File: src/ctrlUnit_settings.svh
`ifndef CTRLUNIT_SETTINGS_SVH
`define CTRLUNIT_SETTINGS_SVH

// instruction field widths
`define OPCODE_W 6
`define FUNCT_W 6
`define REG_W 5
`define SHAMT_W 5
`define HALF_W 16
`define STATE_W 5
`define STEP_W 2

`define OP_RTYPE 6'b000000
`define OP_ADDI 6'b001000
`define OP_ADDIU 6'b001001

`define FUNCT_ADD 6'b100000
`define FUNCT_SUB 6'b100010
`define FUNCT_AND 6'b100100
`define FUNCT_SLL 6'b000000
`define FUNCT_SRL 6'b000010
`define FUNCT_SRA 6'b000011
`define FUNCT_MULT 6'b011000
`define FUNCT_DIV 6'b011010
`define FUNCT_MFHI 6'b010000
`define FUNCT_MFLO 6'b010010

// sequencer states
`define ST_INIT 5'd0
`define ST_FETCH 5'd1
`define ST_FETCH_PC 5'd2
`define ST_DECODE 5'd3
`define ST_EXEC_R 5'd4
`define ST_WRITE_R 5'd5
`define ST_EXEC_IMM 5'd6
`define ST_WRITE_IMM 5'd7
`define ST_SHIFT 5'd8
`define ST_MUL_START 5'd9
`define ST_MUL_WAIT 5'd10
`define ST_MUL_RESULT 5'd11
`define ST_DIV_START 5'd12
`define ST_DIV_WAIT 5'd13
`define ST_DIV_RESULT 5'd14
`define ST_MOVE_HILO 5'd15
`define ST_EXCEPTION 5'd16
`define ST_RESET 5'd17 // held while reset is high, all outputs quiet

`define OPK_ALU_R 3'd0
`define OPK_ADD_IMM 3'd1
`define OPK_SHIFT 3'd2
`define OPK_MULT 3'd3
`define OPK_DIV 3'd4
`define OPK_MOVE_HILO 3'd5
`define OPK_NOP 3'd6
`define OPK_ILLEGAL 3'd7

`define FETCH_WAIT 3 // memory read latency in cycles
`define SHIFT_STEPS 3

`define ALU_PASS 3'b000
`define ALU_ADD 3'b001
`define ALU_SUB 3'b010
`define ALU_AND 3'b011

`define SH_NONE 3'b000
`define SH_LOAD 3'b001
`define SH_LEFT 3'b010
`define SH_RIGHT_LOG 3'b011
`define SH_RIGHT_ARITH 3'b100

`define SHN_SHAMT 2'b10

`define SRCA_PC 2'b00
`define SRCA_REG 2'b01
`define SRCB_REG 3'b000
`define SRCB_FOUR 3'b001
`define SRCB_IMM 3'b011

`define PCSRC_ALUOUT 2'b10
`define PCSRC_EXC 2'b11

`define REGDST_RD 2'b00
`define REGDST_SP 2'b01
`define REGDST_RT 2'b11

`define WDATA_ALUOUT 3'b000
`define WDATA_LO 3'b001
`define WDATA_HI 3'b010
`define WDATA_SPINIT 3'b011
`define WDATA_SHIFT 3'b110

`endif

File: src/ctrlUnitPkg.sv
`include "ctrlUnit_settings.svh"

package ctrlUnitPkg;

    // lower half of the instruction word
    // R-type fields for the decoder, raw view for the nop test
    typedef union packed {
        struct packed {
            logic [`REG_W-1:0] rd;
            logic [`SHAMT_W-1:0] shamt;
            logic [`FUNCT_W-1:0] funct;
        } rFields;
        logic [`HALF_W-1:0] whole;
    } instrLow_u;

endpackage

File: src/decodedIf.sv
`timescale 1ns/10ps
`include "ctrlUnit_settings.svh"

interface decodedIf;
    logic [2:0] opKind;
    logic [2:0] aluOp;
    logic [2:0] shiftOp;
    logic trapOnOverflow; // add, sub, addi only
    logic readHi; // mfhi vs mflo

    modport decoder (
        output opKind,
        output aluOp,
        output shiftOp,
        output trapOnOverflow,
        output readHi
    );

    modport sequencer (
        input opKind,
        input trapOnOverflow
    );

    modport wordGen (
        input aluOp,
        input shiftOp,
        input readHi
    );
endinterface

File: src/instrDecoder.sv
`timescale 1ns/10ps
`include "ctrlUnit_settings.svh"

module instrDecoder (
    input logic [`OPCODE_W-1:0] opcode,
    input ctrlUnitPkg::instrLow_u instrLow,
    decodedIf.decoder dec
);

    always_comb begin
        dec.opKind = `OPK_ILLEGAL; // anything not matched below traps
        dec.aluOp = `ALU_PASS;
        dec.shiftOp = `SH_NONE;
        dec.trapOnOverflow = 1'b0;
        dec.readHi = 1'b0;

        case (opcode)
            `OP_RTYPE: begin
                if (instrLow.whole == '0) begin
                    dec.opKind = `OPK_NOP; // all-zero word, not sll
                end else begin
                    case (instrLow.rFields.funct)
                        `FUNCT_ADD: begin
                            dec.opKind = `OPK_ALU_R;
                            dec.aluOp = `ALU_ADD;
                            dec.trapOnOverflow = 1'b1;
                        end
                        `FUNCT_SUB: begin
                            dec.opKind = `OPK_ALU_R;
                            dec.aluOp = `ALU_SUB;
                            dec.trapOnOverflow = 1'b1;
                        end
                        `FUNCT_AND: begin
                            dec.opKind = `OPK_ALU_R;
                            dec.aluOp = `ALU_AND;
                        end
                        `FUNCT_SLL: begin
                            dec.opKind = `OPK_SHIFT;
                            dec.shiftOp = `SH_LEFT;
                        end
                        `FUNCT_SRL: begin
                            dec.opKind = `OPK_SHIFT;
                            dec.shiftOp = `SH_RIGHT_LOG;
                        end
                        `FUNCT_SRA: begin
                            dec.opKind = `OPK_SHIFT;
                            dec.shiftOp = `SH_RIGHT_ARITH;
                        end
                        `FUNCT_MULT: dec.opKind = `OPK_MULT;
                        `FUNCT_DIV: dec.opKind = `OPK_DIV;
                        `FUNCT_MFHI: begin
                            dec.opKind = `OPK_MOVE_HILO;
                            dec.readHi = 1'b1;
                        end
                        `FUNCT_MFLO: dec.opKind = `OPK_MOVE_HILO;
                        default: dec.opKind = `OPK_ILLEGAL;
                    endcase
                end
            end
            `OP_ADDI: begin
                dec.opKind = `OPK_ADD_IMM;
                dec.aluOp = `ALU_ADD;
                dec.trapOnOverflow = 1'b1;
            end
            `OP_ADDIU: begin
                dec.opKind = `OPK_ADD_IMM; // unsigned form, never traps
                dec.aluOp = `ALU_ADD;
            end
            default: dec.opKind = `OPK_ILLEGAL;
        endcase
    end

endmodule

File: src/mainSequencer.sv
`timescale 1ns/10ps
`include "ctrlUnit_settings.svh"

module mainSequencer (
    input logic clk,
    input logic reset,
    input logic overflow,
    input logic multEnd,
    input logic divEnd,
    input logic divZero,
    decodedIf.sequencer dec,
    output logic [`STATE_W-1:0] state,
    output logic [`STEP_W-1:0] step
);

    logic [`STATE_W-1:0] stateNext;
    logic [`STEP_W-1:0] stepNext;

    always_ff @(posedge clk) begin
        if (reset) begin
            state <= `ST_RESET;
            step <= '0;
        end else begin
            state <= stateNext;
            step <= stepNext;
        end
    end

    always_comb begin
        stateNext = state;
        stepNext = '0; // only FETCH and SHIFT count

        case (state)
            `ST_RESET: stateNext = `ST_INIT;
            `ST_INIT: stateNext = `ST_FETCH; // stack pointer written here

            `ST_FETCH: begin
                if (step == `FETCH_WAIT - 1) begin
                    stateNext = `ST_FETCH_PC;
                end else begin
                    stepNext = step + 2'd1;
                end
            end

            `ST_FETCH_PC: stateNext = `ST_DECODE;

            `ST_DECODE: begin
                case (dec.opKind)
                    `OPK_ALU_R: stateNext = `ST_EXEC_R;
                    `OPK_ADD_IMM: stateNext = `ST_EXEC_IMM;
                    `OPK_SHIFT: stateNext = `ST_SHIFT;
                    `OPK_MULT: stateNext = `ST_MUL_START;
                    `OPK_DIV: stateNext = `ST_DIV_START;
                    `OPK_MOVE_HILO: stateNext = `ST_MOVE_HILO;
                    `OPK_NOP: stateNext = `ST_FETCH;
                    default: stateNext = `ST_EXCEPTION;
                endcase
            end

            // overflow is judged while the result is still in ALUOut
            `ST_EXEC_R: begin
                if (overflow && dec.trapOnOverflow) begin
                    stateNext = `ST_EXCEPTION;
                end else begin
                    stateNext = `ST_WRITE_R;
                end
            end

            `ST_EXEC_IMM: begin
                if (overflow && dec.trapOnOverflow) begin
                    stateNext = `ST_EXCEPTION;
                end else begin
                    stateNext = `ST_WRITE_IMM;
                end
            end

            `ST_WRITE_R,
            `ST_WRITE_IMM: stateNext = `ST_FETCH;

            `ST_SHIFT: begin
                if (step == `SHIFT_STEPS - 1) begin
                    stateNext = `ST_FETCH;
                end else begin
                    stepNext = step + 2'd1;
                end
            end

            `ST_MUL_START: stateNext = `ST_MUL_WAIT;
            `ST_MUL_WAIT: begin
                if (multEnd) begin
                    stateNext = `ST_MUL_RESULT;
                end
            end
            `ST_MUL_RESULT: stateNext = `ST_FETCH;

            `ST_DIV_START: stateNext = `ST_DIV_WAIT;
            `ST_DIV_WAIT: begin
                if (divZero) begin
                    stateNext = `ST_FETCH; // abort, HI/LO untouched
                end else if (divEnd) begin
                    stateNext = `ST_DIV_RESULT;
                end
            end
            `ST_DIV_RESULT: stateNext = `ST_FETCH;

            `ST_MOVE_HILO,
            `ST_EXCEPTION: stateNext = `ST_FETCH;

            default: stateNext = `ST_FETCH;
        endcase
    end

endmodule

File: src/ctrlWordGen.sv
`timescale 1ns/10ps
`include "ctrlUnit_settings.svh"

module ctrlWordGen (
    input logic [`STATE_W-1:0] state,
    input logic [`STEP_W-1:0] step,
    decodedIf.wordGen dec,
    output logic writePc,
    output logic writeA,
    output logic writeB,
    output logic writeAluOut,
    output logic writeInstruction,
    output logic writeReg,
    output logic writeHilo,
    output logic multCtrl,
    output logic divCtrl,
    output logic hiloCtrl,
    output logic [1:0] shiftNCtrl,
    output logic [2:0] shiftCtrl,
    output logic [1:0] aluSrcACtrl,
    output logic [2:0] aluSrcBCtrl,
    output logic [1:0] pcSrcCtrl,
    output logic [1:0] writeRegCtrl,
    output logic [2:0] writeDataCtrl,
    output logic [2:0] aluCtrl
);

    always_comb begin
        writePc = 1'b0;
        writeA = 1'b0;
        writeB = 1'b0;
        writeAluOut = 1'b0;
        writeInstruction = 1'b0;
        writeReg = 1'b0;
        writeHilo = 1'b0;
        multCtrl = 1'b0;
        divCtrl = 1'b0;
        hiloCtrl = 1'b0;
        shiftNCtrl = 2'b00;
        shiftCtrl = `SH_NONE;
        aluSrcACtrl = `SRCA_PC;
        aluSrcBCtrl = `SRCB_REG;
        pcSrcCtrl = 2'b00;
        writeRegCtrl = `REGDST_RD;
        writeDataCtrl = `WDATA_ALUOUT;
        aluCtrl = `ALU_PASS;

        case (state)
            `ST_INIT: begin
                writeReg = 1'b1;
                writeRegCtrl = `REGDST_SP;
                writeDataCtrl = `WDATA_SPINIT;
            end
            `ST_FETCH: begin
                writeInstruction = 1'b1;
                writeAluOut = 1'b1; // PC + 4 into ALUOut
                aluSrcACtrl = `SRCA_PC;
                aluSrcBCtrl = `SRCB_FOUR;
                aluCtrl = `ALU_ADD;
            end
            `ST_FETCH_PC: begin
                writePc = 1'b1;
                pcSrcCtrl = `PCSRC_ALUOUT;
            end
            `ST_DECODE: begin
                writeA = 1'b1;
                writeB = 1'b1;
            end
            `ST_EXEC_R: begin
                writeAluOut = 1'b1;
                aluSrcACtrl = `SRCA_REG;
                aluSrcBCtrl = `SRCB_REG;
                aluCtrl = dec.aluOp;
            end
            `ST_EXEC_IMM: begin
                writeAluOut = 1'b1;
                aluSrcACtrl = `SRCA_REG; // rs + immediate
                aluSrcBCtrl = `SRCB_IMM;
                aluCtrl = `ALU_ADD;
            end
            `ST_WRITE_R: begin
                writeReg = 1'b1;
                writeRegCtrl = `REGDST_RD;
                writeDataCtrl = `WDATA_ALUOUT;
            end
            `ST_WRITE_IMM: begin
                writeReg = 1'b1;
                writeRegCtrl = `REGDST_RT;
                writeDataCtrl = `WDATA_ALUOUT;
            end
            `ST_SHIFT: begin
                shiftNCtrl = `SHN_SHAMT;
                if (step == 2'd0) begin
                    shiftCtrl = `SH_LOAD;
                end else begin
                    shiftCtrl = dec.shiftOp;
                end
                // last step writes the shifter output back
                if (step == `SHIFT_STEPS - 1) begin
                    writeReg = 1'b1;
                    writeRegCtrl = `REGDST_RD;
                    writeDataCtrl = `WDATA_SHIFT;
                end
            end
            `ST_MUL_START: multCtrl = 1'b1;
            `ST_DIV_START: divCtrl = 1'b1;
            `ST_MUL_RESULT: begin
                writeHilo = 1'b1;
                hiloCtrl = 1'b0; // multiplier result
            end
            `ST_DIV_RESULT: begin
                writeHilo = 1'b1;
                hiloCtrl = 1'b1;
            end
            `ST_MOVE_HILO: begin
                writeReg = 1'b1;
                writeRegCtrl = `REGDST_RD;
                writeDataCtrl = dec.readHi ? `WDATA_HI : `WDATA_LO;
            end
            `ST_EXCEPTION: begin
                writePc = 1'b1;
                pcSrcCtrl = `PCSRC_EXC;
            end
            default: begin
                // wait states and reset keep the all-zero word
            end
        endcase
    end

endmodule

File: src/ctrlUnit.sv
`timescale 1ns/10ps
`include "ctrlUnit_settings.svh"

module ctrlUnit (
    input logic clk,
    input logic reset,
    input logic [`OPCODE_W-1:0] opcode,
    input logic [`HALF_W-1:0] instrLow,
    input logic overflow,
    input logic multEnd,
    input logic divEnd,
    input logic divZero,
    output logic writePc,
    output logic writeA,
    output logic writeB,
    output logic writeAluOut,
    output logic writeInstruction,
    output logic writeReg,
    output logic writeHilo,
    output logic multCtrl,
    output logic divCtrl,
    output logic hiloCtrl,
    output logic [1:0] shiftNCtrl,
    output logic [2:0] shiftCtrl,
    output logic [1:0] aluSrcACtrl,
    output logic [2:0] aluSrcBCtrl,
    output logic [1:0] pcSrcCtrl,
    output logic [1:0] writeRegCtrl,
    output logic [2:0] writeDataCtrl,
    output logic [2:0] aluCtrl
);
    import ctrlUnitPkg::*;

    instrLow_u instrLowU;
    logic [`STATE_W-1:0] state;
    logic [`STEP_W-1:0] step;

    decodedIf decBus ();

    assign instrLowU = instrLow_u'(instrLow);

    instrDecoder uDecoder (
        .opcode(opcode),
        .instrLow(instrLowU),
        .dec(decBus.decoder)
    );

    mainSequencer uSequencer (
        .clk(clk),
        .reset(reset),
        .overflow(overflow),
        .multEnd(multEnd),
        .divEnd(divEnd),
        .divZero(divZero),
        .dec(decBus.sequencer),
        .state(state),
        .step(step)
    );

    ctrlWordGen uWordGen (
        .state(state),
        .step(step),
        .dec(decBus.wordGen),
        .writePc(writePc),
        .writeA(writeA),
        .writeB(writeB),
        .writeAluOut(writeAluOut),
        .writeInstruction(writeInstruction),
        .writeReg(writeReg),
        .writeHilo(writeHilo),
        .multCtrl(multCtrl),
        .divCtrl(divCtrl),
        .hiloCtrl(hiloCtrl),
        .shiftNCtrl(shiftNCtrl),
        .shiftCtrl(shiftCtrl),
        .aluSrcACtrl(aluSrcACtrl),
        .aluSrcBCtrl(aluSrcBCtrl),
        .pcSrcCtrl(pcSrcCtrl),
        .writeRegCtrl(writeRegCtrl),
        .writeDataCtrl(writeDataCtrl),
        .aluCtrl(aluCtrl)
    );

endmodule

File: config.mk
export PLATFORM = sky130hd
export DESIGN_NAME = ctrlUnit
export DESIGN_NICKNAME = d
export VERILOG_FILES = /design/src/ctrlUnitPkg.sv /design/src/decodedIf.sv /design/src/instrDecoder.sv /design/src/mainSequencer.sv /design/src/ctrlWordGen.sv /design/src/ctrlUnit.sv
export VERILOG_INCLUDE_DIRS = /design/src
export SDC_FILE = /design/constraint.sdc
export NUM_CORES = 1
export LEC_CHECK = 0
export ABC_AREA = 1
export BUFFER_PORTS_ARGS = -buffer_cell sky130_fd_sc_hd__buf_2
export CAP_MARGIN = 10
export CORE_UTILIZATION = 51
export CTS_CLUSTER_DIAMETER = 120
export CTS_CLUSTER_SIZE = 16
export DETAILED_ROUTE_END_ITERATION = 10
export GPL_TIMING_DRIVEN = 0
export PLACE_DENSITY_LB_ADDON = 0.25
export SLEW_MARGIN = 25
export SYNTH_ARGS = -nofsm -noshare
export SYNTH_HDL_FRONTEND = slang
export SYNTH_HIERARCHICAL = 1
export SYNTH_SLANG_ARGS = --single-unit
File: constraint.sdc
create_clock -name clk -period 2.09 [get_ports clk]
set_input_delay 0.209 -clock clk [delete_from_list [all_inputs] [get_ports clk]]
set_output_delay 0.209 -clock clk [all_outputs]
set_load 0.01 [all_outputs]
==> run_results.csv <==
group,metric,value,unit
run_status,outcome,"complete, no violations",
routing,top_layer,"met3",
routing,drcViolationCount,0,
timing,max_clock_freq,0.5848,GHz
hold_path,worstHoldEndpoint,"uSequencer/state[1]",
clocking,insertion_delay,240,ps
critical_path,critical_path.max_fanout,9,
placement,dp_worst_setup_slack,297.5,ps
timing,final-max-slew-violation-count,0,
synthesis,syn-cell-area,0.001231,sq mm
placement,detailed_place_hpwl,2539,microns
global_routing,largest_net_degree_at_the_start_of_global_routing,12,
clocking,cts.hold.buffers_added,0,
critical_path,regToRegStartpoint,"uSequencer/state[0]",
floorplan,die-height,51.14,microns
synthesis,synth-xor-area-share,0,
floorplan,floorplan.io_pins,58,
timing,max-slew-margin-rel,0.6628,
routing,ant_nets_after_route,0,
clocking,tritoncts.num_buffers,3,
power_and_ir_drop,power_total,574.7,uW
clocking,cts_tree,"yes",
timing,rsz0062_at_grt,"false",
synthesis,share_of_the_synthesized_area_in_the_top_cell_type,0.1829,
global_routing,groute.usage.overall,0.2511,
floorplan,die-width,51.14,microns
routing,drt-vias-per-instance,4.841,
timing,setup-violations-final,0,
clocking,ctsRootBufferMaster,"clkbuf_4",
global_routing,grt_pass1_vias,1327,
flow_run,maxCapViolations,0,
synthesis,synth-adder-area-share,0.01016,
clocking,clock_tree.buffer_depth,2,
power_and_ir_drop,largest_vdd_supply_drop,0.0005555,V
timing,hold_ws,175.4,ps
clocking,postCtsResizedCells,0,
placement,io_buffer_count,53,
synthesis,synth_simple_gate_area_share,0.6260,
synthesis,synth_compound_area_frac,0.08435,
clocking,worst_setup_hold_path_clk_slew,50,ps
global_routing,antenna_found_initial,0,
floorplan,rows,17,
critical_path,crit_type,"register to output port",
power_and_ir_drop,p_leak,0.0009038,uW
floorplan,start_util,0.5513,
routing,met1Wirelength,1308,microns
synthesis,yosys.cell_types.count,26,
routing,routed-wl-met2,1461,microns
global_routing,grt-ovfl-total,0,
critical_path,critical_path_required,1880,ps
synthesis,leading_post_synthesis_cells_by_cell_area,"nand2_1 (18%), nor2_1 (16%), dfxtp_1 (11%)",
clocking,cts_num_sinks,7,
hold_path,hold_path.class,"input port to register",
routing,detailroute.wirelength.met3,156,microns
clocking,post_cts_buffers,0,
timing,period_share,0.8181,
finish,postLayoutCellArea,0.001565,sq mm
synthesis,synth_cells,240,
timing,timing.clock.skew,1.023,ps
synthesis,synth_top_family_by_area,"simple AND/OR/NAND/NOR gates",
power_and_ir_drop,powerDensity,367.1,mW/mm^2
synthesis,ys.warnings.count,6,
finish,fin_nets,329,
critical_path,timing.critical_path.to_type,"output port",
hold_path,hold_path.startpoint,"reset",
routing,detailedRoute.firstPassIterationCount,4,
critical_path,crit_arrival,1500,ps
synthesis,syn_avg_cell_area,5.130,sq um
critical_path,critical_path.startpoint_type,"register",
floorplan,placeableCoreArea,0.002233,sq mm
critical_path,worst_r2r_endpoint,"uSequencer/state[3]",
finish,antenna-diode-count,0,
synthesis,post-synth-top-area-cell,"nand2_1",
routing,routedWlPerCell,8.948,microns
synthesis,synth_seq_cells,7,
routing,route.vias.total,1583,
synthesis,synth_mux_area_frac,0,
critical_path,regToRegSetupSlack,490,ps
timing,totalNegativeSetupSlack,0,ps
finish,area_growth_syn_to_layout,27.13,%
clocking,ctsHtreeMaxLevel,1,
routing,finalWirelength,2926,microns
global_routing,grt_pass1_wl,5188,microns
timing,hold_violations,0,
routing,first_iter_violations,30,
finish,final_layout_size_suffix_gt1_frac,0.3211,
placement,detailed_place.area,0.001539,sq mm
synthesis,synth.yosys.seq_area_share,0.1138,
hold_path,hold_depth,2,
timing,timing.final.crit_period,1710,ps
timing,setup_ws,380.1,ps
floorplan,floorplan.die_area,0.002615,sq mm
timing,max_slew.worst_pin.slew,505.2,ps
placement,finalWeightedCongestion,0.8844,
critical_path,worst-r2r-cell-count,8,
[critical path, cell delays in order, from the launching register on]
cell	delay, ps
dfxtp_1	620
nand2_2	150
o22ai_1	230
buf_4	140
buf_2	110
[final cells by class]
cell class | count | area [sq um]
flip-flops and latches | 7 | 140.1
repair buffers | 53 | 265.3
well taps | 28 | 35.03
clock buffers | 4 | 26.28
multi-input cells | 189 | 902.1
inverters | 40 | 151.4
fillers | 239 | 668.1
plain buffers | 6 | 45.04
[routing by layer]
layer / vias up / global-route usage
met1: 679 / 0.3059
met5: - / 0
met4: 0 / 0.03241
met2: 50 / 0.4627
li1: 854 / -
met3: 0 / 0.04464
[cells by family (layout without fill, tap and decap cells)]
| logic type | after synthesis | after routing |
|---|---|---|
| other | 2 | 4 |
| adders and majority gates | 1 | 1 |
| DFF | 7 | 7 |
| AOI/OAI and AO/OA | 17 | 17 |
| buffers and inverters | 46 | 103 |
| and+or+nand+nor | 167 | 167 |
[cells in the mapped netlist]
library cell,number
ha_1,1
o21ai_1,1
a21oi_1,3
a31oi_1,1
a21oi_2,2
clkinv_2,1
dfxtp_1,7
o22ai_1,2
o211ai_1,3
nand3_1,23
nand2_4,1
nor2_2,12
nor3_1,2
nor2_1,53
nor2_4,5
conb_1,2
buf_4,6
nor3_2,1
inv_1,32
o21ai_0,5
nand2_1,60
or2_1,1
nand2_2,4
inv_2,7
nand4_1,4
nand4_2,1
[stage by stage]
step	instances	utilization
final	327	0.7008
after global routing	327	0.7008
after CTS	327	0.7008
after detailed placement	323	0.6891
after global placement	323	0.6891
after floorplan	242	-
[cell usage in the layout, fill, tap and decap left out, types with 2 or more instances in the layout]
cell type,netlist,routed
nor2_4,5,5
nand2_2,4,4
clkbuf_4,0,3
inv_2,7,7
o211ai_1,3,3
a21oi_1,3,3
nand3_1,23,23
buf_4,6,6
o21ai_0,5,5
o22ai_1,2,2
nor2_1,53,53
nor3_1,2,2
inv_1,32,32
conb_1,2,4
a21oi_2,2,2
nand2_1,60,60
nor2_2,12,12
buf_2,0,53
nand4_1,4,4
dfxtp_1,7,7
[registers in the layout (all words and copies together) (netlist names)]
name and flops:
uSequencer/state 5, uSequencer/step 2
[worst max-delay path by stage]
stage | start | endpoint | cells past startpoint
after floorplan | instrLow[1] | uSequencer/state[0] | 16
after global placement | instrLow[4] | uSequencer/state[0] | 17
after detailed placement | instrLow[4] | uSequencer/state[0] | 17
after CTS | uSequencer/state[1] | pcSrcCtrl[1] | 4
after global routing | uSequencer/state[1] | aluCtrl[0] | 6
final | uSequencer/state[1] | pcSrcCtrl[1] | 4
[report_power, final]
| part | internal, uW | switching [uW] |
|---|---|---|
| registers | 144 | 30.8 |
| logic | 112 | 169 |
| clock network | 72.6 | 46.0 |
No activity file was read; power rests on OpenSTA's default activity.
